`src/source/core_pkg.sv`:
```
package core_pkg;

    localparam logic [31:0] reset_pc = 32'h1c000000;

    // bus widths between stages
    localparam int fs_to_ds_bus_w = 64;   // {inst, pc}
    localparam int br_bus_w       = 33;   // {br_taken, br_target}
    localparam int ds_to_es_bus_w = 148;
    localparam int es_to_ms_bus_w = 71;
    localparam int es_fwd_bus_w   = 39;   // {res_from_mem, we, waddr, data}
    localparam int ms_fwd_bus_w   = 38;   // {we, waddr, data}

    // one-hot alu operation bits
    localparam int alu_op_w = 12;
    localparam int alu_add  = 0;
    localparam int alu_sub  = 1;
    localparam int alu_slt  = 2;
    localparam int alu_sltu = 3;
    localparam int alu_and  = 4;
    localparam int alu_nor  = 5;
    localparam int alu_or   = 6;
    localparam int alu_xor  = 7;
    localparam int alu_sll  = 8;
    localparam int alu_srl  = 9;
    localparam int alu_sra  = 10;
    localparam int alu_lui  = 11;

endpackage
```
`src/source/core_top.sv`:
```
module core_top (
    input  logic        clk,
    input  logic        resetn,
    input  logic [31:0] inst_rdata,
    input  logic [31:0] data_rdata,
    output logic [31:0] inst_addr,
    output logic        data_we,
    output logic [31:0] data_addr,
    output logic [31:0] data_wdata,
    output logic [31:0] data_raddr,
    output logic [31:0] debug_wb_pc,
    output logic        debug_wb_rf_we,
    output logic [4:0]  debug_wb_rf_wnum,
    output logic [31:0] debug_wb_rf_wdata
);

    logic                                ds_allowin, es_allowin, ms_allowin;
    logic                                fs_to_ds_valid, ds_to_es_valid, es_to_ms_valid;
    logic [core_pkg::fs_to_ds_bus_w-1:0] fs_to_ds_bus;
    logic [core_pkg::br_bus_w-1:0]       br_bus;
    logic [core_pkg::ds_to_es_bus_w-1:0] ds_to_es_bus;
    logic [core_pkg::es_to_ms_bus_w-1:0] es_to_ms_bus;
    logic [core_pkg::es_fwd_bus_w-1:0]   es_fwd_bus;
    logic [core_pkg::ms_fwd_bus_w-1:0]   ms_fwd_bus;

    fetch_stage u_fetch (
        .clk            (clk),
        .resetn         (resetn),
        .ds_allowin     (ds_allowin),
        .br_bus         (br_bus),
        .inst_rdata     (inst_rdata),
        .inst_addr      (inst_addr),
        .fs_to_ds_valid (fs_to_ds_valid),
        .fs_to_ds_bus   (fs_to_ds_bus)
    );

    decode_stage u_decode (
        .clk            (clk),
        .resetn         (resetn),
        .fs_to_ds_valid (fs_to_ds_valid),
        .fs_to_ds_bus   (fs_to_ds_bus),
        .es_allowin     (es_allowin),
        .es_fwd_bus     (es_fwd_bus),
        .ms_fwd_bus     (ms_fwd_bus),
        .ds_allowin     (ds_allowin),
        .br_bus         (br_bus),
        .ds_to_es_valid (ds_to_es_valid),
        .ds_to_es_bus   (ds_to_es_bus)
    );

    execute_stage u_execute (
        .clk            (clk),
        .resetn         (resetn),
        .ds_to_es_valid (ds_to_es_valid),
        .ds_to_es_bus   (ds_to_es_bus),
        .ms_allowin     (ms_allowin),
        .es_allowin     (es_allowin),
        .es_to_ms_valid (es_to_ms_valid),
        .es_to_ms_bus   (es_to_ms_bus),
        .es_fwd_bus     (es_fwd_bus),
        .data_we        (data_we),
        .data_addr      (data_addr),
        .data_wdata     (data_wdata)
    );

    // register write reaches the decode register file through ms_fwd_bus
    mem_wb_stage u_mem_wb (
        .clk               (clk),
        .resetn            (resetn),
        .es_to_ms_valid    (es_to_ms_valid),
        .es_to_ms_bus      (es_to_ms_bus),
        .data_rdata        (data_rdata),
        .ms_allowin        (ms_allowin),
        .data_raddr        (data_raddr),
        .ms_fwd_bus        (ms_fwd_bus),
        .rf_we             (),
        .rf_waddr          (),
        .rf_wdata          (),
        .debug_wb_pc       (debug_wb_pc),
        .debug_wb_rf_we    (debug_wb_rf_we),
        .debug_wb_rf_wnum  (debug_wb_rf_wnum),
        .debug_wb_rf_wdata (debug_wb_rf_wdata)
    );

endmodule

```
`src/source/mem_wb_stage.sv`:
```
module mem_wb_stage (
    input  logic                                clk,
    input  logic                                resetn,
    input  logic                                es_to_ms_valid,
    input  logic [core_pkg::es_to_ms_bus_w-1:0] es_to_ms_bus,
    input  logic [31:0]                         data_rdata,
    output logic                                ms_allowin,
    output logic [31:0]                         data_raddr,
    output logic [core_pkg::ms_fwd_bus_w-1:0]   ms_fwd_bus,
    output logic                                rf_we,
    output logic [4:0]                          rf_waddr,
    output logic [31:0]                         rf_wdata,
    output logic [31:0]                         debug_wb_pc,
    output logic                                debug_wb_rf_we,
    output logic [4:0]                          debug_wb_rf_wnum,
    output logic [31:0]                         debug_wb_rf_wdata
);

    logic        ms_valid;
    logic        ms_res_from_mem;
    logic        ms_rf_we;
    logic [4:0]  ms_rf_waddr;
    logic [31:0] ms_alu_result;
    logic [31:0] ms_pc;

    assign ms_allowin = 1'b1;   // retires every cycle, nothing behind it

    always_ff @(posedge clk) begin
        if (!resetn) begin
            ms_valid <= 1'b0;
        end else begin
            ms_valid <= es_to_ms_valid;
        end
    end

    always_ff @(posedge clk) begin
        if (es_to_ms_valid) begin
            {ms_res_from_mem, ms_rf_we, ms_rf_waddr, ms_alu_result, ms_pc} <= es_to_ms_bus;
        end
    end

    assign data_raddr = ms_alu_result;   // load address registered from execute

    assign rf_we      = ms_rf_we & ms_valid;
    assign rf_waddr   = ms_rf_waddr;
    assign rf_wdata   = ms_res_from_mem ? data_rdata : ms_alu_result;
    assign ms_fwd_bus = {rf_we, rf_waddr, rf_wdata};

    assign debug_wb_pc       = ms_pc;
    assign debug_wb_rf_we    = rf_we;
    assign debug_wb_rf_wnum  = rf_waddr;
    assign debug_wb_rf_wdata = rf_wdata;

endmodule

```
`src/source/execute_stage.sv`:
```
module execute_stage (
    input  logic                                clk,
    input  logic                                resetn,
    input  logic                                ds_to_es_valid,
    input  logic [core_pkg::ds_to_es_bus_w-1:0] ds_to_es_bus,
    input  logic                                ms_allowin,
    output logic                                es_allowin,
    output logic                                es_to_ms_valid,
    output logic [core_pkg::es_to_ms_bus_w-1:0] es_to_ms_bus,
    output logic [core_pkg::es_fwd_bus_w-1:0]   es_fwd_bus,
    output logic                                data_we,
    output logic [31:0]                         data_addr,
    output logic [31:0]                         data_wdata
);

    logic                                es_valid;
    logic [core_pkg::ds_to_es_bus_w-1:0] es_bus;
    logic [core_pkg::alu_op_w-1:0]       es_alu_op;
    logic                                es_res_from_mem, es_mem_we, es_rf_we;
    logic [4:0]                          es_rf_waddr;
    logic [31:0]                         es_src1, es_src2, es_st_data, es_pc, es_alu_result;

    assign es_allowin     = ~es_valid | ms_allowin;
    assign es_to_ms_valid = es_valid;

    always_ff @(posedge clk) begin
        if (!resetn) begin
            es_valid <= 1'b0;
        end else if (es_allowin) begin
            es_valid <= ds_to_es_valid;
        end
    end

    always_ff @(posedge clk) begin
        if (ds_to_es_valid && es_allowin) begin
            es_bus <= ds_to_es_bus;
        end
    end

    assign {es_alu_op, es_res_from_mem, es_src1, es_src2, es_mem_we,
            es_rf_we, es_rf_waddr, es_st_data, es_pc} = es_bus;

    alu u_alu (
        .alu_op (es_alu_op),
        .src1   (es_src1),
        .src2   (es_src2),
        .result (es_alu_result)
    );

    // write lands on the edge that hands the store on
    assign data_we    = es_valid & es_mem_we & ms_allowin;
    assign data_addr  = es_alu_result;
    assign data_wdata = es_st_data;

    assign es_to_ms_bus = {es_res_from_mem, es_rf_we, es_rf_waddr, es_alu_result, es_pc};
    assign es_fwd_bus   = {es_res_from_mem & es_valid, es_rf_we & es_valid,
                           es_rf_waddr, es_alu_result};

endmodule

```
`src/source/decode_stage.sv`:
```
module decode_stage (
    input  logic                                clk,
    input  logic                                resetn,
    input  logic                                fs_to_ds_valid,
    input  logic [core_pkg::fs_to_ds_bus_w-1:0] fs_to_ds_bus,
    input  logic                                es_allowin,
    input  logic [core_pkg::es_fwd_bus_w-1:0]   es_fwd_bus,
    input  logic [core_pkg::ms_fwd_bus_w-1:0]   ms_fwd_bus,
    output logic                                ds_allowin,
    output logic [core_pkg::br_bus_w-1:0]       br_bus,
    output logic                                ds_to_es_valid,
    output logic [core_pkg::ds_to_es_bus_w-1:0] ds_to_es_bus
);

    logic        ds_valid, ds_ready_go, stall;
    logic [31:0] ds_inst, ds_pc;
    logic [16:0] op17;
    logic [4:0]  rd, rj, rk;
    logic [11:0] i12;
    logic [15:0] i16;
    logic [19:0] i20;
    logic [25:0] i26;
    logic inst_add_w, inst_sub_w, inst_slt, inst_sltu, inst_nor, inst_and, inst_or, inst_xor;
    logic inst_slli_w, inst_srli_w, inst_srai_w, inst_addi_w, inst_ld_w, inst_st_w;
    logic inst_jirl, inst_b, inst_bl, inst_beq, inst_bne, inst_lu12i_w;
    logic [core_pkg::alu_op_w-1:0] alu_op;
    logic        need_si26, src2_is_4, src1_is_pc, src2_is_imm, need_r1, need_r2;
    logic        rf_we, br_taken;
    logic [4:0]  dest, raddr1, raddr2;
    logic [31:0] imm, br_offs, br_target, rdata1, rdata2, rj_value, rkd_value;
    logic        es_res_from_mem, es_we, ms_we;
    logic [4:0]  es_waddr, ms_waddr;
    logic [31:0] es_wdata, ms_wdata;
    logic        r1_es, r2_es, r1_ms, r2_ms;

    assign ds_ready_go    = ~stall;
    assign ds_allowin     = ~ds_valid | ds_ready_go & es_allowin;
    assign ds_to_es_valid = ds_valid & ds_ready_go;

    always_ff @(posedge clk) begin
        if (!resetn) begin
            ds_valid <= 1'b0;
        end else if (br_taken) begin
            ds_valid <= 1'b0;   // drop the wrong-path fetch
        end else if (ds_allowin) begin
            ds_valid <= fs_to_ds_valid;
        end
    end

    always_ff @(posedge clk) begin
        if (fs_to_ds_valid && ds_allowin) begin
            {ds_inst, ds_pc} <= fs_to_ds_bus;
        end
    end

    assign op17 = ds_inst[31:15];
    assign rd   = ds_inst[4:0];
    assign rj   = ds_inst[9:5];
    assign rk   = ds_inst[14:10];
    assign i12  = ds_inst[21:10];
    assign i16  = ds_inst[25:10];
    assign i20  = ds_inst[24:5];
    assign i26  = {ds_inst[9:0], ds_inst[25:10]};

    // 3R format and shift-by-ui5 opcodes
    assign inst_add_w   = op17 == 17'h00020;
    assign inst_sub_w   = op17 == 17'h00022;
    assign inst_slt     = op17 == 17'h00024;
    assign inst_sltu    = op17 == 17'h00025;
    assign inst_nor     = op17 == 17'h00028;
    assign inst_and     = op17 == 17'h00029;
    assign inst_or      = op17 == 17'h0002a;
    assign inst_xor     = op17 == 17'h0002b;
    assign inst_slli_w  = op17 == 17'h00081;
    assign inst_srli_w  = op17 == 17'h00089;
    assign inst_srai_w  = op17 == 17'h00091;
    assign inst_addi_w  = ds_inst[31:22] == 10'h00a;
    assign inst_ld_w    = ds_inst[31:22] == 10'h0a2;
    assign inst_st_w    = ds_inst[31:22] == 10'h0a6;
    assign inst_jirl    = ds_inst[31:26] == 6'h13;
    assign inst_b       = ds_inst[31:26] == 6'h14;
    assign inst_bl      = ds_inst[31:26] == 6'h15;
    assign inst_beq     = ds_inst[31:26] == 6'h16;
    assign inst_bne     = ds_inst[31:26] == 6'h17;
    assign inst_lu12i_w = ds_inst[31:26] == 6'h05 && !ds_inst[25];

    // b, beq and bne leave the alu idle
    assign alu_op[core_pkg::alu_add]  = inst_add_w | inst_addi_w | inst_ld_w | inst_st_w
                                      | inst_jirl | inst_bl;
    assign alu_op[core_pkg::alu_sub]  = inst_sub_w;
    assign alu_op[core_pkg::alu_slt]  = inst_slt;
    assign alu_op[core_pkg::alu_sltu] = inst_sltu;
    assign alu_op[core_pkg::alu_and]  = inst_and;
    assign alu_op[core_pkg::alu_nor]  = inst_nor;
    assign alu_op[core_pkg::alu_or]   = inst_or;
    assign alu_op[core_pkg::alu_xor]  = inst_xor;
    assign alu_op[core_pkg::alu_sll]  = inst_slli_w;
    assign alu_op[core_pkg::alu_srl]  = inst_srli_w;
    assign alu_op[core_pkg::alu_sra]  = inst_srai_w;
    assign alu_op[core_pkg::alu_lui]  = inst_lu12i_w;

    assign need_si26   = inst_b | inst_bl;
    assign src2_is_4   = inst_jirl | inst_bl;   // link value is pc + 4
    assign src1_is_pc  = inst_jirl | inst_bl;
    assign src2_is_imm = inst_slli_w | inst_srli_w | inst_srai_w | inst_addi_w | inst_ld_w
                       | inst_st_w | inst_lu12i_w | inst_jirl | inst_bl;

    // ui5 sits in the low bits of the si12 field
    assign imm = src2_is_4    ? 32'd4 :
                 inst_lu12i_w ? {i20, 12'b0} : {{20{i12[11]}}, i12};

    assign br_offs   = need_si26 ? {{4{i26[25]}}, i26, 2'b0} : {{14{i16[15]}}, i16, 2'b0};
    assign br_target = (inst_jirl ? rj_value : ds_pc) + br_offs;
    assign br_taken  = (inst_beq && rj_value == rkd_value || inst_bne && rj_value != rkd_value
                       || inst_jirl || inst_b || inst_bl) && ds_valid && ds_ready_go;
    assign br_bus    = {br_taken, br_target};

    assign raddr1 = rj;
    assign raddr2 = (inst_beq | inst_bne | inst_st_w) ? rd : rk;
    assign rf_we  = ~inst_st_w & ~inst_beq & ~inst_bne & ~inst_b;
    assign dest   = inst_bl ? 5'd1 : rd;

    reg_file u_reg_file (
        .clk    (clk),
        .raddr1 (raddr1),
        .raddr2 (raddr2),
        .we     (ms_we),
        .waddr  (ms_waddr),
        .wdata  (ms_wdata),
        .rdata1 (rdata1),
        .rdata2 (rdata2)
    );

    assign {es_res_from_mem, es_we, es_waddr, es_wdata} = es_fwd_bus;
    assign {ms_we, ms_waddr, ms_wdata}                  = ms_fwd_bus;

    // r0 never matches
    assign r1_es = (|raddr1) && raddr1 == es_waddr && es_we;
    assign r2_es = (|raddr2) && raddr2 == es_waddr && es_we;
    assign r1_ms = (|raddr1) && raddr1 == ms_waddr && ms_we;
    assign r2_ms = (|raddr2) && raddr2 == ms_waddr && ms_we;

    assign need_r1 = ~inst_b & ~inst_bl & ~inst_lu12i_w;
    assign need_r2 = inst_add_w | inst_sub_w | inst_slt | inst_sltu | inst_and | inst_or
                   | inst_nor | inst_xor | inst_beq | inst_bne | inst_st_w;
    // load data only exists one stage later
    assign stall = es_res_from_mem & (r1_es & need_r1 | r2_es & need_r2);

    assign rj_value  = r1_es ? es_wdata : r1_ms ? ms_wdata : rdata1;
    assign rkd_value = r2_es ? es_wdata : r2_ms ? ms_wdata : rdata2;

    assign ds_to_es_bus = {alu_op,
                           inst_ld_w,
                           src1_is_pc ? ds_pc : rj_value,
                           src2_is_imm ? imm : rkd_value,
                           inst_st_w,
                           rf_we,
                           dest,
                           rkd_value,   // store data
                           ds_pc};

endmodule

```
`src/source/fetch_stage.sv`:
```
module fetch_stage (
    input  logic                              clk,
    input  logic                              resetn,
    input  logic                              ds_allowin,
    input  logic [core_pkg::br_bus_w-1:0]     br_bus,
    input  logic [31:0]                       inst_rdata,
    output logic [31:0]                       inst_addr,
    output logic                              fs_to_ds_valid,
    output logic [core_pkg::fs_to_ds_bus_w-1:0] fs_to_ds_bus
);

    logic        fs_valid;
    logic        fs_allowin;
    logic [31:0] fs_pc;
    logic        br_taken;
    logic [31:0] br_target;

    assign {br_taken, br_target} = br_bus;
    assign fs_allowin = ~fs_valid | ds_allowin;   // ready_go is always high

    // becomes valid on the first edge out of reset and stays there
    always_ff @(posedge clk) begin
        if (!resetn) begin
            fs_valid <= 1'b0;
        end else begin
            fs_valid <= 1'b1;
        end
    end

    always_ff @(posedge clk) begin
        if (!resetn) begin
            fs_pc <= core_pkg::reset_pc - 32'd4;  // first advance lands on reset_pc
        end else if (br_taken) begin
            fs_pc <= br_target;
        end else if (fs_allowin) begin
            fs_pc <= fs_pc + 32'd4;
        end
    end

    assign inst_addr      = fs_pc;
    assign fs_to_ds_valid = fs_valid;
    assign fs_to_ds_bus   = {inst_rdata, fs_pc};

endmodule

```
`src/source/alu.sv`:
```
module alu (
    input  logic [core_pkg::alu_op_w-1:0] alu_op,
    input  logic [31:0]                   src1,
    input  logic [31:0]                   src2,
    output logic [31:0]                   result
);

    logic        sub_like;
    logic [31:0] adder_b;
    logic [32:0] adder_sum;
    logic        slt_res;
    logic        sltu_res;
    logic [31:0] sll_res;
    logic [31:0] srl_res;
    logic [31:0] sra_res;

    // sub, slt and sltu all compute src1 - src2
    assign sub_like  = alu_op[core_pkg::alu_sub] | alu_op[core_pkg::alu_slt]
                     | alu_op[core_pkg::alu_sltu];
    assign adder_b   = sub_like ? ~src2 : src2;
    assign adder_sum = {1'b0, src1} + {1'b0, adder_b} + {32'd0, sub_like};

    assign slt_res  = (src1[31] & ~src2[31]) | (~(src1[31] ^ src2[31]) & adder_sum[31]);
    assign sltu_res = ~adder_sum[32];   // no carry out means borrow

    assign sll_res = src1 << src2[4:0];
    assign srl_res = src1 >> src2[4:0];
    assign sra_res = $signed(src1) >>> src2[4:0];

    assign result = ({32{alu_op[core_pkg::alu_add] | alu_op[core_pkg::alu_sub]}} & adder_sum[31:0])
                  | ({32{alu_op[core_pkg::alu_slt]}}  & {31'd0, slt_res})
                  | ({32{alu_op[core_pkg::alu_sltu]}} & {31'd0, sltu_res})
                  | ({32{alu_op[core_pkg::alu_and]}}  & (src1 & src2))
                  | ({32{alu_op[core_pkg::alu_nor]}}  & ~(src1 | src2))
                  | ({32{alu_op[core_pkg::alu_or]}}   & (src1 | src2))
                  | ({32{alu_op[core_pkg::alu_xor]}}  & (src1 ^ src2))
                  | ({32{alu_op[core_pkg::alu_sll]}}  & sll_res)
                  | ({32{alu_op[core_pkg::alu_srl]}}  & srl_res)
                  | ({32{alu_op[core_pkg::alu_sra]}}  & sra_res)
                  | ({32{alu_op[core_pkg::alu_lui]}}  & src2);   // imm already shifted

endmodule

```
`src/source/reg_file.sv`:
```
module reg_file (
    input  logic        clk,
    input  logic [4:0]  raddr1,
    input  logic [4:0]  raddr2,
    input  logic        we,
    input  logic [4:0]  waddr,
    input  logic [31:0] wdata,
    output logic [31:0] rdata1,
    output logic [31:0] rdata2
);

    logic [31:0] rf [31:0];

    always_ff @(posedge clk) begin
        if (we) begin
            rf[waddr] <= wdata;
        end
    end

    // r0 reads zero whatever was written to it
    assign rdata1 = (raddr1 == 5'd0) ? 32'd0 : rf[raddr1];
    assign rdata2 = (raddr2 == 5'd0) ? 32'd0 : rf[raddr2];

endmodule

```
`config.mk`:
```
export PLATFORM = sky130hd
export DESIGN_NAME = core_top
export DESIGN_NICKNAME = d
export VERILOG_FILES = /design/src/source/core_pkg.sv /design/src/source/core_top.sv /design/src/source/mem_wb_stage.sv /design/src/source/execute_stage.sv /design/src/source/decode_stage.sv /design/src/source/fetch_stage.sv /design/src/source/alu.sv /design/src/source/reg_file.sv
export SDC_FILE = /design/constraint.sdc
export NUM_CORES = 2
export LEC_CHECK = 0
export ABC_AREA = 0
export BUFFER_PORTS_ARGS = -buffer_cell sky130_fd_sc_hd__buf_2
export CORE_ASPECT_RATIO = 1.1
export CORE_MARGIN = 8
export CORE_UTILIZATION = 25
export DETAILED_ROUTE_END_ITERATION = 6
export GPL_TIMING_DRIVEN = 0
export PLACE_DENSITY = 0.49
export SLEW_MARGIN = 20
export SYNTH_ARGS = -nofsm -noshare
export SYNTH_HDL_FRONTEND = slang
export SYNTH_SLANG_ARGS = --single-unit
export TNS_END_PERCENT = 30
```
`constraint.sdc`:
```
create_clock -name clk -period 21.1 [get_ports clk]
set_clock_uncertainty 0.1 [all_clocks]
set_input_delay 1.055 -clock clk [delete_from_list [all_inputs] [get_ports clk]]
set_output_delay 1.055 -clock clk [all_outputs]
set_load 0.005 [all_outputs]
```
### Word-level counts from Yosys, hierarchy flattened

Memories as Yosys holds them, arrays and structs flattened. A register that Yosys moved wholly into a read port is not among the register bits.
Cells that the tools add are included.

| storage, ports and cells | value |
|---|---|
| input port bits | 66 |
| output and inout port bits | 199 |
| bits in registers | 319 |
| bits in writable memories | 1024 |
| memories kept | 1 |
| logic and storage cells | 183 |

| cells by class | value |
|---|---|
| reduce and logical (&&, ||, !) cells | 25 |
| mux-type cells | 21 |
| add/sub/neg operators | 4 |
| shift operators | 3 |
| equality and inequality tests | 26 |
| bitwise logic cells | 89 |

Memory list:

| name | depth | bits a word | read ports | clocked after memory_dff | wr ports | RTL line | text |
|---|---|---|---|---|---|---|---|
| u_decode.u_reg_file.rf | 32 | 32 | 2 | 1 | 1 | reg_file.sv:12 | `logic [31:0] rf [31:0];` |

Operator list:

| operator | count |
|---|---|
| 32-bit two-way mux | 16 |
| 32-bit OR | 11 |
| 32-bit AND | 10 |
| 17-bit by 6-bit == test with 1-bit output, second input constant | 8 |
| 32-bit by 1-bit AND with 32-bit output | 2 |
| 32-bit NOT | 2 |
| 17-bit by 8-bit == test with 1-bit output, second input constant | 3 |
| 1-bit OR | 34 |
| 32-bit by 32-bit adder with 33-bit output | 1 |
| 33-bit by 1-bit adder with 33-bit output | 1 |
| 32-bit by 3-bit adder with 32-bit output, second input constant | 1 |
| 32-bit adder | 1 |
| 32-bit == test | 1 |
| 32-bit != test | 1 |
| 32-bit by 5-bit left shift with 32-bit output | 1 |
| 32-bit by 5-bit right shift with 32-bit output | 1 |
| 32-bit by 5-bit >>> shifter with 32-bit output | 1 |
| 32-bit XOR | 1 |
| 6-bit by 5-bit == test with 1-bit output, second input constant | 5 |
| 10-bit by 8-bit == test with 1-bit output, second input constant | 2 |
| 5-bit == test | 4 |
| 1-bit AND | 15 |
| 1-bit logical AND | 14 |
| 1-bit NOT | 13 |
| other kinds (11) | 19 |

### Depth between registers and ports, before layout

| logic depth | value |
|---|---|
| word-level depth | 28 |
| depth in mapped cells | 32 |
| mapped depth without buffers | 27 |

### Cells and area by module

Synthesis repeated with hierarchy kept, for this count alone.

| unflattened totals | value |
|---|---|
| cells, all modules | 5274 |
| area, all modules | 73768.2 um2 |

By module, submodules not included:

| module | area an instance (um2) | cells each | instances |
|---|---|---|---|
| reg_file | 46960.0 | 2400 | 1 |
| alu | 7818.7 | 1048 | 1 |
| decode_stage | 7551.0 | 1013 | 1 |
| execute_stage | 5575.3 | 296 | 1 |
| mem_wb_stage | 3290.7 | 188 | 1 |
| fetch_stage | 2572.5 | 329 | 1 |

### Least setup slack after synthesis

No wires, ideal clock.

| timing path | value |
|---|---|
| path type | register -> register |
| from | register u_decode.ds_inst[31] |
| to | register u_fetch.fs_pc[14], in the netlist u_fetch.inst_addr[14] |
| clock period less this slack | 7.957 ns |
| path slack | 13.143 ns |
| library setup time | 0.122 ns |
| path buffers | 7 |
| arrival time | 7.735 ns |
| required time | 20.878 ns |
| cell stages (with the launch flop) | 21 |
| cells stage by stage | edfxtp_1 > or3_1 > buf_2 > or4_1 > o211a_1 > xnor2_1 > a311oi_4 > and2_1 > buf_2 > buf_2 > buf_2 > buf_1 > a21oi_1 > nor2_1 > nand2b_1 > inv_1 > nand2_1 > or3_1 > buf_6 > buf_6 > o311a_1 |

| on the way | value |
|---|---|
| cells in the longest elaborated chain, start to end | 18 |
| elaborated cells on any way between the ends | 67 |
| those cells by class | 1 x add/sub; 19 x eq/ne; 6 x mux; 24 x bitwise; 16 x reduce/logical; 1 x memory |

RTL lines:

| item | RTL line | text |
|---|---|---|
| start, declared | decode_stage.sv:16 | `logic [31:0] ds_inst, ds_pc;` |
| start signal, assigned | decode_stage.sv:52 | `{ds_inst, ds_pc} <= fs_to_ds_bus;` |
| parallel branches: the longest is 18 deep, another holds memory 32 x 32 bit | n/a |  |
| end signal, assigned | fetch_stage.sv:32 | `fs_pc <= core_pkg::reset_pc - 32'd4;` |
| end signal, assigned | fetch_stage.sv:34 | `fs_pc <= br_target;` |
| end signal, assigned | fetch_stage.sv:36 | `fs_pc <= fs_pc + 32'd4;` |
| end, declared | fetch_stage.sv:14 | `logic [31:0] fs_pc;` |

Several ways; the timed one is not identified.
A chain may end at the register's enable or synchronous reset.

### Worst setup path in the final report

| timing path | value |
|---|---|
| from | register u_execute.es_bus[74] (netlist bit) |
| to | register u_fetch.fs_pc[28], in the netlist u_fetch.inst_addr[28] |

| on the way | value |
|---|---|
| elaborated cells on any way between the ends | 51 |
| those cells by class | 3 x add/sub; 2 x eq/ne; 3 x shift; 5 x mux; 29 x bitwise; 9 x reduce/logical |

RTL lines:

| item | RTL line | text |
|---|---|---|
| start, declared | execute_stage.sv:17 | `logic [core_pkg::ds_to_es_bus_w-1:0] es_bus;` |
| start signal, assigned | execute_stage.sv:36 | `es_bus <= ds_to_es_bus;` |
| 32-bit NOT | alu.sv:20 | `assign adder_b = sub_like ? ~src2 : src2;` |
| 32-bit two-way mux | alu.sv:20 |  |
| 32-bit by 32-bit adder with 33-bit output | alu.sv:21 | `assign adder_sum = {1'b0, src1} + {1'b0, adder_b} + {32'd0, sub_like};` |
| 33-bit by 1-bit adder with 33-bit output | alu.sv:21 |  |
| 32-bit AND | alu.sv:30 | `assign result = ({32{alu_op[core_pkg::alu_add] \| alu_op[core_pkg::alu_sub]}} & adder_sum[31:0])` |
| 32-bit OR | alu.sv:31 | `\| ({32{alu_op[core_pkg::alu_slt]}} & {31'd0, slt_res})` |
| 32-bit OR | alu.sv:32 | `\| ({32{alu_op[core_pkg::alu_sltu]}} & {31'd0, sltu_res})` |
| 32-bit OR | alu.sv:33 | `\| ({32{alu_op[core_pkg::alu_and]}} & (src1 & src2))` |
| 32-bit OR | alu.sv:34 | `\| ({32{alu_op[core_pkg::alu_nor]}} & ~(src1 \| src2))` |
| 32-bit OR | alu.sv:35 | `\| ({32{alu_op[core_pkg::alu_or]}} & (src1 \| src2))` |
| 32-bit OR | alu.sv:36 | `\| ({32{alu_op[core_pkg::alu_xor]}} & (src1 ^ src2))` |
| 32-bit OR | alu.sv:37 | `\| ({32{alu_op[core_pkg::alu_sll]}} & sll_res)` |
| 32-bit OR | alu.sv:38 | `\| ({32{alu_op[core_pkg::alu_srl]}} & srl_res)` |
| 32-bit OR * | alu.sv:39 | `\| ({32{alu_op[core_pkg::alu_sra]}} & sra_res)` |
| 32-bit OR * | alu.sv:40 | `\| ({32{alu_op[core_pkg::alu_lui]}} & src2);` |
| net es_fwd_bus, one bit | core_top.sv:23 | `logic [core_pkg::es_fwd_bus_w-1:0] es_fwd_bus;` |
| parallel branches: the longest is 10 deep, another holds 32-bit adder | n/a |  |

Mark *: on every way through the listed nets, which the timed path passes.

==> flow_metrics.tcl <==
set metrics [dict create \
    yosysSeqAreaShare_pct 53.0 \
    vias_per_cell 6.04 \
    area_growth_pct 19.8 \
    syn_inst 5953 \
    drtIter0Drc 10400 \
    syn_area_um2 75600 \
    critPathCaptureType "register" \
    fillers 30400 \
    hpwl_um 344000 \
    critPathMaxStageDelay_ns 1.26 \
    slew_headroom_pct 10.6 \
    cp_data_arrival_time_ns 12.04 \
    drt-total-wl_um 455000 \
    layout_min_cycle_time_ns 11.41 \
    gp_congestion 0.990 \
    grt_first_pass_wirelength_um 588000 \
    clk_latency_ns 0.88 \
    yosys_most_used_dff "edfxtp_1" \
    grt.total_usage_pct 27.2 \
    startpoint_type "register" \
    worst-setup-path-type "register to register" \
    path_clk_slew_ns 0.06 \
    violations "design-rule violations" \
    dp_slack_ns 10.28 \
    finish.utilization_pct 30.0 \
    cts_root_buf "clkbuf_16" \
    critPathSlowestCell "mux2i_1" \
    critPathRequiredTime_ns 21.73 \
    ant_nets 0 \
    synth_edf_count 1307 \
    tns_ns 0 \
    setup_viol 0 \
    hold_start "resetn" \
    hold_depth 1 \
    hp-class "input pin to register" \
    fin_total_pwr_mw 7.46 \
    start_util_pct 25.0 \
    timing.final.ws_setup_ns 9.69 \
    syn_area_per_cell_um2 12.7 \
    mostFrequentLayoutCells "1307 x edfxtp_1, 788 x nand2_1, 496 x mux2i_1, 410 x buf_2, 364 x mux4_2" \
    final_common_cell "edfxtp_1" \
    ios 265 \
    worstPathMaxFanout 10 \
    regToRegStartpoint "u_execute.es_bus[74]" \
    first_pass_iters 7 \
    grt_start_max_net_pins 80 \
    p_leak_nw 31.6 \
    ir_drop_mv 0.0645 \
    max_cap_violations 0 \
    postCtsSetupBuffers 0 \
    cts_tree "yes" \
    fin_nets 6716 \
    cts_buffers 160 \
    grt_pass1_vias 60000 \
    cts_buffer_depth 3 \
    overflow 0 \
    rsz0062_at_grt "false" \
    tightest_slew_ns 1.34 \
    synth_seq_cells 1348 \
    whs_ns 0.243 \
    finalMaxSlewViolations 0 \
    dp_cells 10300 \
    rrSetupSlack_ns 9.69 \
    stdcell_area_um2 90600 \
    placed_area_um2 85300 \
    drive_above_1_share_pct 23.6 \
    min_to "u_fetch.fs_to_ds_valid" \
    die_x_um 540 \
    antenna_found_initial 52 \
    fin_crit_sh_pct 54.1 \
    final_cells 10600 \
    cts.repair.resized 0 \
    hold_viol_final 0 \
    cts_htree_levels 4 \
    outcome "finished with violations" \
    num_vias 64300 \
    synth_cell_types 108 \
    syn-num-nets 6148 \
    core_area_um2 302000 \
    port_buffers 264 \
    dieArea_um2 320000 \
    power_density_nw_per_um2 82.4 \
    row_count 212 \
    hold_buffers 0 \
    async_flop_share_pct 0 \
    drcViolationCount 1 \
    wl_per_cell_um 42.8 \
    yosysWarnings 0 \
    clock_sinks 1348 \
    reg2reg_depth 26 \
    fmax_mhz 87.6 \
    die_h_um 593 \
    timing.rr.end "u_fetch.inst_addr[28]" \
]
## power by group
| part | total [mW] | leakage (nW) | internal (mW) | switching (mW) |
|---|---|---|---|---|
| clock network | 2.82 | 2.51 | 1.59 | 1.23 |
| logic | 1.53 | 17.1 | 0.480 | 1.06 |
| registers | 3.10 | 12.1 | 3.00 | 0.0988 |
## per-layer routing
layer / vias to the layer above / routed length [um] / share of wire, % / global-route usage, %
li1: 24500 / - / - / -
met1: 33200 / 164000 / 36 / 32.3
met2: 5176 / 201000 / 44 / 42.1
met3: 1440 / 49700 / 11 / 7.81
met4: 32 / 40900 / 9.0 / 19.7
met5: - / 233 / 0.051 / 0
## state kept, by name, summed over array words and instances (netlist names), 5 cells and up, named ones only
| register | cells |
|---|---|
| u_fetch.inst_addr | 32 |
| u_decode.ds_pc | 32 |
| u_decode.u_reg_file.rf | 1024 |
| u_decode.ds_inst | 32 |
| u_execute.es_bus | 148 |
| u_mem_wb.debug_wb_pc | 32 |
| u_mem_wb.debug_wb_rf_wnum | 5 |
| u_mem_wb.data_raddr | 32 |
## cell usage after synthesis, types with 17 or more instances
library cell | instances | area, um^2
buf_1 | 36 | 135
nor4_1 | 36 | 225
o21ai_0 | 178 | 891
ha_1 | 127 | 1590
buf_4 | 122 | 916
a221oi_1 | 23 | 201
dfxtp_1 | 41 | 821
nand2b_1 | 29 | 181
nor3_1 | 76 | 380
clkbuf_1 | 191 | 717
and2_1 | 28 | 175
inv_1 | 131 | 492
mux2i_1 | 508 | 5080
buf_6 | 18 | 203
a22oi_1 | 51 | 383
mux4_2 | 364 | 8200
or3_1 | 19 | 119
nand4_1 | 49 | 307
o32ai_1 | 18 | 158
nand3_1 | 251 | 1260
nor2b_1 | 20 | 125
a31oi_1 | 59 | 369
a21oi_1 | 155 | 776
nor2_1 | 265 | 995
a21o_1 | 40 | 300
and3_1 | 78 | 488
xor2_1 | 28 | 245
o21a_1 | 22 | 165
buf_2 | 133 | 666
a2111oi_0 | 17 | 149
nand2_1 | 788 | 2960
mux2_2 | 107 | 1200
a311oi_1 | 28 | 245
o2111ai_1 | 19 | 166
a32oi_1 | 23 | 201
a222oi_1 | 32 | 320
o22ai_1 | 56 | 350
xnor2_1 | 70 | 613
a211oi_1 | 46 | 345
o211ai_1 | 38 | 285
edfxtp_1 | 1307 | 39200
## logic make-up (layout without fill, tap and decap cells)
logic type | count (synthesis) | after routing | synth area share (%)
other | 0 | 29 | 0
AOI/OAI and AO/OA | 1013 | 1013 | 9.55
xor gates and xnor gates | 99 | 99 | 1.16
DFF | 1348 | 1348 | 53.0
and+or+nand+nor | 1749 | 1749 | 10.8
adders and majority gates | 129 | 129 | 2.15
buffers and inverters | 636 | 1334 | 4.20
muxes | 979 | 979 | 19.2
## final cells by class
cell class | instances | area (um^2) | share of cell area [%]
Buffer | 502 | 2720 | 3.00
Antenna cell | 29 | 72.6 | 0.0801
Clock inverter | 95 | 972 | 1.07
Timing Repair Buffer | 406 | 4170 | 4.60
Sequential cell | 1348 | 40100 | 44.2
Multi-Input combinational cell | 3969 | 32900 | 36.3
Tap cell | 3959 | 4950 | 5.47
Clock buffer | 197 | 4230 | 4.67
Inverter | 134 | 513 | 0.566
## critical path, delay by kind of cell (launching register included)
family                     cells  cell delay [ns]
and+or+nand+nor                4             1.83
xor gates and xnor gates       2             0.40
adders and majority gates      2             0.87
buffers and inverters          4             2.84
DFF                            1             0.79
muxes                          2             1.35
AOI/OAI and AO/OA             12             3.06
## how the worst max path moves through the flow
stage	startpoint	endpoint	slack, ns
3_5_place_dp	u_execute.es_bus[74]	u_fetch.inst_addr[28]	10.28
2_1_floorplan	u_decode.ds_inst[31]	u_fetch.inst_addr[14]	13.14
3_3_place_gp	u_decode.ds_inst[24]	u_fetch.inst_addr[31]	8.74
5_1_grt	u_execute.es_bus[74]	u_fetch.inst_addr[31]	9.46
4_1_cts	u_execute.es_bus[74]	u_fetch.inst_addr[31]	10.16
6_report	u_execute.es_bus[74]	u_fetch.inst_addr[28]	9.69
(Power assumes the default switching activity.)
